**src/include/secure_bus_defs.svh**
```systemverilog
// Bus widths and synchronizer depth for the secure bus bridge
// The wide bus must be exactly twice the narrow bus
`ifndef SECURE_BUS_DEFS_SVH
`define SECURE_BUS_DEFS_SVH

// Data widths in bits
`define SB_NARROW_DW 32
`define SB_WIDE_DW 64

// Byte address width
`define SB_AW 32

// Isolate request synchronizer depth
`define SB_SYNC_STAGES 3

`endif

```
**src/design/secure_bus_pkg.sv**
```systemverilog
// Bus types and isolator states shared by the bridge RTL
// Widths come from the defines header
`default_nettype none

`include "secure_bus_defs.svh"

package secure_bus_pkg;

   typedef logic [`SB_AW-1:0]          addr_t;
   typedef logic [`SB_NARROW_DW-1:0]   narrow_data_t;
   typedef logic [`SB_WIDE_DW-1:0]     wide_data_t;

   // One select bit per byte lane
   typedef logic [`SB_NARROW_DW/8-1:0] narrow_sel_t;
   typedef logic [`SB_WIDE_DW/8-1:0]   wide_sel_t;

   typedef enum logic [1:0] {
      ISO_RUN,
      ISO_DRAIN,
      ISO_ISOLATED
   } iso_state_t;

endpackage

`default_nettype wire

```
**src/design/wb_if.sv**
```systemverilog
// Wishbone classic link, one cycle in flight
// No clock inside, both ends sample on their own clock
`timescale 1ns/10ps
`default_nettype none

interface wb_if #(
   parameter type data_t = secure_bus_pkg::wide_data_t,
   parameter type sel_t  = secure_bus_pkg::wide_sel_t
);

   // Request side
   logic                  cyc;
   logic                  stb;
   logic                  we;
   secure_bus_pkg::addr_t adr;
   data_t                 dat_w;
   sel_t                  sel;

   // Response side
   data_t                 dat_r;
   logic                  ack;
   logic                  err;

   modport master (
      output cyc, stb, we, adr, dat_w, sel,
      input  dat_r, ack, err
   );

   modport slave (
      input  cyc, stb, we, adr, dat_w, sel,
      output dat_r, ack, err
   );

endinterface

`default_nettype wire

```
**src/design/wb_upsizer.sv**
```systemverilog
// Registered 32-to-64-bit Wishbone classic upsizer, one cycle in flight
// Upstream master must drop stb in the cycle after ack or err
`timescale 1ns/10ps
`default_nettype none

module wb_upsizer (
   input  wire logic                         clk_i,
   input  wire logic                         rst_n_i,
   input  wire logic                         up_cyc_i,
   input  wire logic                         up_stb_i,
   input  wire logic                         up_we_i,
   input  wire secure_bus_pkg::addr_t        up_adr_i,
   input  wire secure_bus_pkg::narrow_data_t up_dat_i,
   input  wire secure_bus_pkg::narrow_sel_t  up_sel_i,
   output secure_bus_pkg::narrow_data_t      up_dat_o,
   output logic                              up_ack_o,
   output logic                              up_err_o,
   wb_if.master                              mid
);

   localparam int unsigned NDW      = $bits(secure_bus_pkg::narrow_data_t);
   localparam int unsigned NSW      = $bits(secure_bus_pkg::narrow_sel_t);
   localparam int unsigned LANE_BIT = $clog2(NSW);

   logic                         busy_q;
   logic                         ack_q;
   logic                         err_q;
   logic                         lane_q;
   logic                         we_q;
   secure_bus_pkg::addr_t        adr_q;
   secure_bus_pkg::wide_data_t   dat_q;
   secure_bus_pkg::wide_sel_t    sel_q;
   secure_bus_pkg::narrow_data_t rdata_q;
   logic                         accept;
   logic                         done;

   // No new request while one is open or its response is still showing
   assign accept = up_cyc_i & up_stb_i & ~busy_q & ~ack_q & ~err_q;
   assign done   = busy_q & (mid.ack | mid.err);

   always_ff @(posedge clk_i) begin
      if (!rst_n_i) begin
         busy_q <= 1'b0;
         ack_q  <= 1'b0;
         err_q  <= 1'b0;
      end else begin
         ack_q <= done & mid.ack;
         err_q <= done & mid.err;
         if (accept) begin
            busy_q <= 1'b1;
         end else if (done) begin
            busy_q <= 1'b0;
         end
      end
   end

   always_ff @(posedge clk_i) begin
      if (accept) begin
         lane_q <= up_adr_i[LANE_BIT];
         we_q   <= up_we_i;
         adr_q  <= up_adr_i;
         // Write data goes to both halves, selects pick the lane
         dat_q  <= {up_dat_i, up_dat_i};
         if (up_adr_i[LANE_BIT]) begin
            sel_q <= {up_sel_i, {NSW{1'b0}}};
         end else begin
            sel_q <= {{NSW{1'b0}}, up_sel_i};
         end
      end
      if (done) begin
         rdata_q <= mid.dat_r[lane_q*NDW +: NDW];
      end
   end

   assign mid.cyc   = busy_q;
   assign mid.stb   = busy_q;
   assign mid.we    = we_q;
   assign mid.adr   = adr_q;
   assign mid.dat_w = dat_q;
   assign mid.sel   = sel_q;

   assign up_dat_o = rdata_q;
   assign up_ack_o = ack_q;
   assign up_err_o = err_q;

endmodule

`default_nettype wire

```
**src/design/bus_isolator.sv**
```systemverilog
// Wishbone isolator, terminates cycles with err while isolated
// Starts isolated, isolate_i may be asynchronous to clk_i
`timescale 1ns/10ps
`default_nettype none

`include "secure_bus_defs.svh"

module bus_isolator (
   input  wire logic                       clk_i,
   input  wire logic                       rst_n_i,
   wb_if.slave                             mid,
   output logic                            dn_cyc_o,
   output logic                            dn_stb_o,
   output logic                            dn_we_o,
   output secure_bus_pkg::addr_t           dn_adr_o,
   output secure_bus_pkg::wide_data_t      dn_dat_o,
   output secure_bus_pkg::wide_sel_t       dn_sel_o,
   input  wire secure_bus_pkg::wide_data_t dn_dat_i,
   input  wire logic                       dn_ack_i,
   input  wire logic                       dn_err_i,
   input  wire logic                       isolate_i,
   output logic                            isolated_o
);

   logic [`SB_SYNC_STAGES-1:0] iso_sync_q;
   logic                       iso_req;
   secure_bus_pkg::iso_state_t state_q;
   secure_bus_pkg::iso_state_t state_d;
   logic                       pass;
   logic                       open_cyc;
   logic                       dn_done;
   logic                       term_err_q;

   // Synchronizer resets high so the bus comes up isolated
   always_ff @(posedge clk_i) begin
      if (!rst_n_i) begin
         iso_sync_q <= '1;
      end else begin
         iso_sync_q <= {iso_sync_q[`SB_SYNC_STAGES-2:0], isolate_i};
      end
   end

   assign iso_req  = iso_sync_q[`SB_SYNC_STAGES-1];
   assign open_cyc = mid.cyc & mid.stb;
   assign dn_done  = dn_ack_i | dn_err_i;

   always_comb begin
      state_d = state_q;
      unique case (state_q)
         secure_bus_pkg::ISO_RUN: begin
            if (iso_req) begin
               // Let an unfinished downstream cycle run to its end
               if (open_cyc && !dn_done) begin
                  state_d = secure_bus_pkg::ISO_DRAIN;
               end else begin
                  state_d = secure_bus_pkg::ISO_ISOLATED;
               end
            end
         end
         secure_bus_pkg::ISO_DRAIN: begin
            if (dn_done) begin
               state_d = secure_bus_pkg::ISO_ISOLATED;
            end
         end
         secure_bus_pkg::ISO_ISOLATED: begin
            if (!iso_req && !open_cyc) begin
               state_d = secure_bus_pkg::ISO_RUN;
            end
         end
         default: state_d = secure_bus_pkg::ISO_ISOLATED;
      endcase
   end

   always_ff @(posedge clk_i) begin
      if (!rst_n_i) begin
         state_q    <= secure_bus_pkg::ISO_ISOLATED;
         term_err_q <= 1'b0;
      end else begin
         state_q    <= state_d;
         // One-cycle err pulse per terminated request
         term_err_q <= (state_q == secure_bus_pkg::ISO_ISOLATED) & open_cyc & ~term_err_q;
      end
   end

   // Drain only ever carries the cycle that was open on entry
   assign pass = (state_q != secure_bus_pkg::ISO_ISOLATED);

   assign dn_cyc_o = pass & mid.cyc;
   assign dn_stb_o = pass & mid.stb;
   assign dn_we_o  = mid.we;
   assign dn_adr_o = mid.adr;
   assign dn_dat_o = mid.dat_w;
   assign dn_sel_o = mid.sel;

   assign mid.dat_r = dn_dat_i;
   assign mid.ack   = pass & dn_ack_i;
   assign mid.err   = pass ? dn_err_i : term_err_q;

   assign isolated_o = (state_q == secure_bus_pkg::ISO_ISOLATED);

endmodule

`default_nettype wire

```
**src/design/secure_bus_bridge.sv**
```systemverilog
// Outbound secure bus path, 32-bit Wishbone in, 64-bit Wishbone out
// Comes out of reset isolated, every access ends with err until released
`timescale 1ns/10ps
`default_nettype none

module secure_bus_bridge (
   input  wire logic                         clk_i,
   input  wire logic                         rst_n_i,
   // Narrow upstream
   input  wire logic                         up_cyc_i,
   input  wire logic                         up_stb_i,
   input  wire logic                         up_we_i,
   input  wire secure_bus_pkg::addr_t        up_adr_i,
   input  wire secure_bus_pkg::narrow_data_t up_dat_i,
   input  wire secure_bus_pkg::narrow_sel_t  up_sel_i,
   output secure_bus_pkg::narrow_data_t      up_dat_o,
   output logic                              up_ack_o,
   output logic                              up_err_o,
   // Wide downstream
   output logic                              dn_cyc_o,
   output logic                              dn_stb_o,
   output logic                              dn_we_o,
   output secure_bus_pkg::addr_t             dn_adr_o,
   output secure_bus_pkg::wide_data_t        dn_dat_o,
   output secure_bus_pkg::wide_sel_t         dn_sel_o,
   input  wire secure_bus_pkg::wide_data_t   dn_dat_i,
   input  wire logic                         dn_ack_i,
   input  wire logic                         dn_err_i,
   // Isolation control
   input  wire logic                         isolate_i,
   output logic                              isolated_o
);

   wb_if #(
      .data_t ( secure_bus_pkg::wide_data_t ),
      .sel_t  ( secure_bus_pkg::wide_sel_t  )
   ) wb_mid ();

   wb_upsizer i_wb_upsizer (
      .clk_i    ( clk_i    ),
      .rst_n_i  ( rst_n_i  ),
      .up_cyc_i ( up_cyc_i ),
      .up_stb_i ( up_stb_i ),
      .up_we_i  ( up_we_i  ),
      .up_adr_i ( up_adr_i ),
      .up_dat_i ( up_dat_i ),
      .up_sel_i ( up_sel_i ),
      .up_dat_o ( up_dat_o ),
      .up_ack_o ( up_ack_o ),
      .up_err_o ( up_err_o ),
      .mid      ( wb_mid   )
   );

   bus_isolator i_bus_isolator (
      .clk_i      ( clk_i      ),
      .rst_n_i    ( rst_n_i    ),
      .mid        ( wb_mid     ),
      .dn_cyc_o   ( dn_cyc_o   ),
      .dn_stb_o   ( dn_stb_o   ),
      .dn_we_o    ( dn_we_o    ),
      .dn_adr_o   ( dn_adr_o   ),
      .dn_dat_o   ( dn_dat_o   ),
      .dn_sel_o   ( dn_sel_o   ),
      .dn_dat_i   ( dn_dat_i   ),
      .dn_ack_i   ( dn_ack_i   ),
      .dn_err_i   ( dn_err_i   ),
      .isolate_i  ( isolate_i  ),
      .isolated_o ( isolated_o )
   );

endmodule

`default_nettype wire

```
**config.mk**
```make
export PLATFORM = sky130hd
export DESIGN_NAME = secure_bus_bridge
export DESIGN_NICKNAME = d
export VERILOG_FILES = /design/src/design/secure_bus_pkg.sv /design/src/design/wb_if.sv /design/src/design/wb_upsizer.sv /design/src/design/bus_isolator.sv /design/src/design/secure_bus_bridge.sv
export VERILOG_INCLUDE_DIRS = /design/src /design/src/include
export SDC_FILE = /design/constraint.sdc
export NUM_CORES = 1
export LEC_CHECK = 0
export ABC_AREA = 1
export BUFFER_PORTS_ARGS = -buffer_cell sky130_fd_sc_hd__buf_2
export CORE_AREA = 2 2 110 112
export DETAILED_ROUTE_END_ITERATION = 8
export DIE_AREA = 0 0 112 114
export PLACE_DENSITY = 0.71
export SLEW_MARGIN = 20
export SYNTH_ARGS = -nofsm -noshare
export SYNTH_HDL_FRONTEND = slang
export SYNTH_SLANG_ARGS = --single-unit
```
**constraint.sdc**
```tcl
create_clock -name clk_i -period 3.8 [get_ports clk_i]
set_clock_uncertainty 0.1 [all_clocks]
set_input_delay 0.38 -clock clk_i [delete_from_list [all_inputs] [get_ports clk_i]]
set_output_delay 0.38 -clock clk_i [all_outputs]
set_load 0.02 [all_outputs]
```
==> flow_metrics.env <==
export IMPL_yosys_mux_area_fraction_pct=8.46
export IMPL_worst_skew_pair_late_latency_ps=400
export IMPL_seq_area_um2=3330
export IMPL_ys_ff_latch=114
export IMPL_period_share_pct=54.1
export IMPL_worst_hold_slack_ps=54.8
export IMPL_grt_max_degree=34
export IMPL_cp_end_kind="register"
export IMPL_ant_nets=0
export IMPL_p_clk_share_pct=39.9
export IMPL_post_cts_buffers=0
export IMPL_htree_levels=4
export IMPL_cts_repair_resized=0
export IMPL_chipWidth_um=112
export IMPL_worst_pin_slew_ps=1010
export IMPL_cp_max_fo=32
export IMPL_synth_top_family_by_area="multiplexers"
export IMPL_yosys_area_share_adder_pct=0
export IMPL_cp_depth=4
export IMPL_setup_viol=0
export IMPL_die_area_um2=12800
export IMPL_fin_area_um2=6130
export IMPL_critPathBufInv=1
export IMPL_gp_congestion=0.766
export IMPL_cts_tree="done"
export IMPL_critPathTopFamily="compound AO/OA/AOI/OAI gates"
export IMPL_power_density_nw_per_um2=585
export IMPL_synth_xor_area_share_pct=0
export IMPL_ff2ff_path_depth=4
export IMPL_overflow=0
export IMPL_layout_commonest_cell="buf_2"
export IMPL_cts_sinks=114
export IMPL_floorplan_die_height_um=114
export IMPL_syn2layout_area_growth_pct=43.9
export IMPL_path_cells="nor2_4 -> inv_2 -> nand2_1 -> a21oi_4"
export IMPL_synth_cell_types=22
export IMPL_drt_first_iter_violations=100
export IMPL_hold_class="in2reg"
export IMPL_synth_flop_cell="edfxtp_1"
export IMPL_grt_pass1_vias=2828
export IMPL_syn_area_um2=4260
export IMPL_place_ws_ps=1640
export IMPL_drc=0
export IMPL_diodes=0
export IMPL_status="complete, no violations"
export IMPL_layout_common_cells="281 x buf_2, 105 x edfxtp_1, 17 x mux2_2, 17 x clkbuf_16, 15 x mux2_1"
export IMPL_synth_yosys_seq_area_share_pct=78.2
export IMPL_switching_share_pct=27.1
export IMPL_max_freq_mhz=487
export IMPL_timing_slew_headroom_pct=32.7
export IMPL_start_util_pct=36.4
export IMPL_p_comb_share_pct=16.5
export IMPL_post_drt_wl_per_cell_um=15.1
export IMPL_ys_warn_count=0
export IMPL_p_leak_nw=2.72
export IMPL_slowest_stage="a21oi_4"
export IMPL_grtUsageTotal_pct=15.4
export IMPL_cts_root_buf="clkbuf_16"
export IMPL_cp_slowest_stage_delay_ps=820
export IMPL_clk_pin_slew_ps=50
export IMPL_min_period_ps=2060
export IMPL_finalNonFillerCells=664
export IMPL_placed_cell_area_um2=5590
export IMPL_hold_buffers=0
export IMPL_multiInputGateArea_um2=582
export IMPL_drive_above_1_share_pct=67.1
export IMPL_fill_cells=1008
export IMPL_final_core_util_pct=52.4
export IMPL_p_sw_mw=0.974
export IMPL_synthSimpleGateAreaFrac_pct=3.76
export IMPL_wirelength_mm=10.0
export IMPL_start_kind="register"
export IMPL_async_flop_share_pct=0
export IMPL_syn_avg_cell_area_um2=17.8
export IMPL_io_pins=282
export IMPL_cts_path_max_buffers=2
export IMPL_fp_coreArea_um2=11700
export IMPL_viasPerCell=4.36
export IMPL_synth_compound_area_share_pct=1.17
export IMPL_setup_tns_ps=0
export IMPL_critPathKind="reg2reg"
export IMPL_cap_violations=0
export IMPL_power_share_sequential_pct=43.6
export IMPL_arrival_ps=1970
export IMPL_route_vias_total=2892
export IMPL_final_nets=644
export IMPL_port_buffers=281
export IMPL_hold_viol=0
export IMPL_grt_pass1_wl_mm=14.7
export IMPL_holdPathStages=1
export IMPL_dp_hpwl_mm=7.82
export IMPL_synth_edf_count=105
export IMPL_cts_made_buffers=17
export IMPL_drv_slew=0
export IMPL_dr_pass1_iters=4
export IMPL_rsz0062_at_grt="false"
export IMPL_irDropWorstVdd_mv=0.390
export IMPL_antenna_found_initial=1
export IMPL_required_ps=3720
export IMPL_cell_internal_pwr_mw=2.61
export IMPL_p_total_mw=3.59
export IMPL_post_place_cells=632
export IMPL_syn_inst=240
export IMPL_core_rowCount=40
export IMPL_synth_nets=380
export IMPL_setup_ws_ps=1740
-- worst reg2reg max path, cell delays in order, from the launching register on --
cell	delay (ps)
dfxtp_1	450
nor2_4	110
inv_2	70
nand2_1	120
a21oi_4	820
-- cell families after synthesis --
group,count (synthesis)
flip-flops,114
multiplexers,32
AND/OR/NAND/NOR,32
AO/OA/AOI/OAI,7
buffers and inverters,55
-- power groups by stage --
stage | logic [mW] | registers, mW | clock network (mW)
final | 0.590 | 1.57 | 1.43
after global routing | 0.633 | 1.58 | 1.53
after CTS | 0.599 | 1.57 | 1.47
after detailed placement | 0.597 | 1.59 | 0
after global placement | 0.580 | 1.58 | 0
after floorplan | 0.266 | 1.71 | 0
-- path summary, 6_finish.rpt --
check | startpoint | endpoint | slack (ps)
setup / recovery | i_bus_isolator.state_q[0] | i_wb_upsizer.up_dat_o[25] | 1740
hold / removal | up_adr_i[19] | i_wb_upsizer.mid.adr[19] | 50
setup reg to reg | i_bus_isolator.state_q[0] | i_wb_upsizer.up_dat_o[25] | 1740
hold reg to reg | i_bus_isolator.iso_sync_q[0] | i_bus_isolator.iso_sync_q[1] | 320
-- area by class of cell --
cell class / instances / share of cell area, %
clock buffer: 18 / 7.00
clock inverter: 14 / 1.86
inverter: 16 / 1.00
multi-input combinational: 71 / 9.49
sequential: 114 / 54.4
tap: 147 / 3.00
timing repair buffer: 284 / 23.3
-- synth_stat cells, types with 2 or more instances --
master	instances	area share (%)
buf_4	34	6.0
o21ai_2	3	0.62
mux2_2	17	4.5
inv_1	13	1.1
edfxtp_1	105	74
buf_6	3	0.79
mux2_1	15	4.0
or2_2	3	0.44
nand3_2	2	0.47
dfxtp_1	9	4.2
nand2_1	8	0.70
inv_2	3	0.26
nand3_1	5	0.59
nor2_1	11	0.97
a21oi_1	2	0.23
-- per-layer routing --
metal / up-vias / share of wire, % / track usage (%)
li1: 1362 / - / -
met1: 1362 / 36 / 16.3
met2: 152 / 54 / 27.8
met3: 14 / 8.8 / 5.95
met4: 2 / 1.3 / 5.93
met5: - / 0.16 / 0
-- flip-flops by register name, indices dropped and copies added (netlist names) --
name and count:
i_wb_upsizer.mid.we 1, i_wb_upsizer.mid.dat_w 32, i_bus_isolator.iso_sync_q 3, i_wb_upsizer.up_ack_o 1
i_wb_upsizer.up_err_o 1, i_wb_upsizer.up_dat_o 32, i_wb_upsizer.mid.sel 8, i_wb_upsizer.mid.cyc 1
i_bus_isolator.term_err_q 1, i_wb_upsizer.mid.adr 32, i_bus_isolator.state_q 2
No activity file was read; power rests on OpenSTA's default activity.
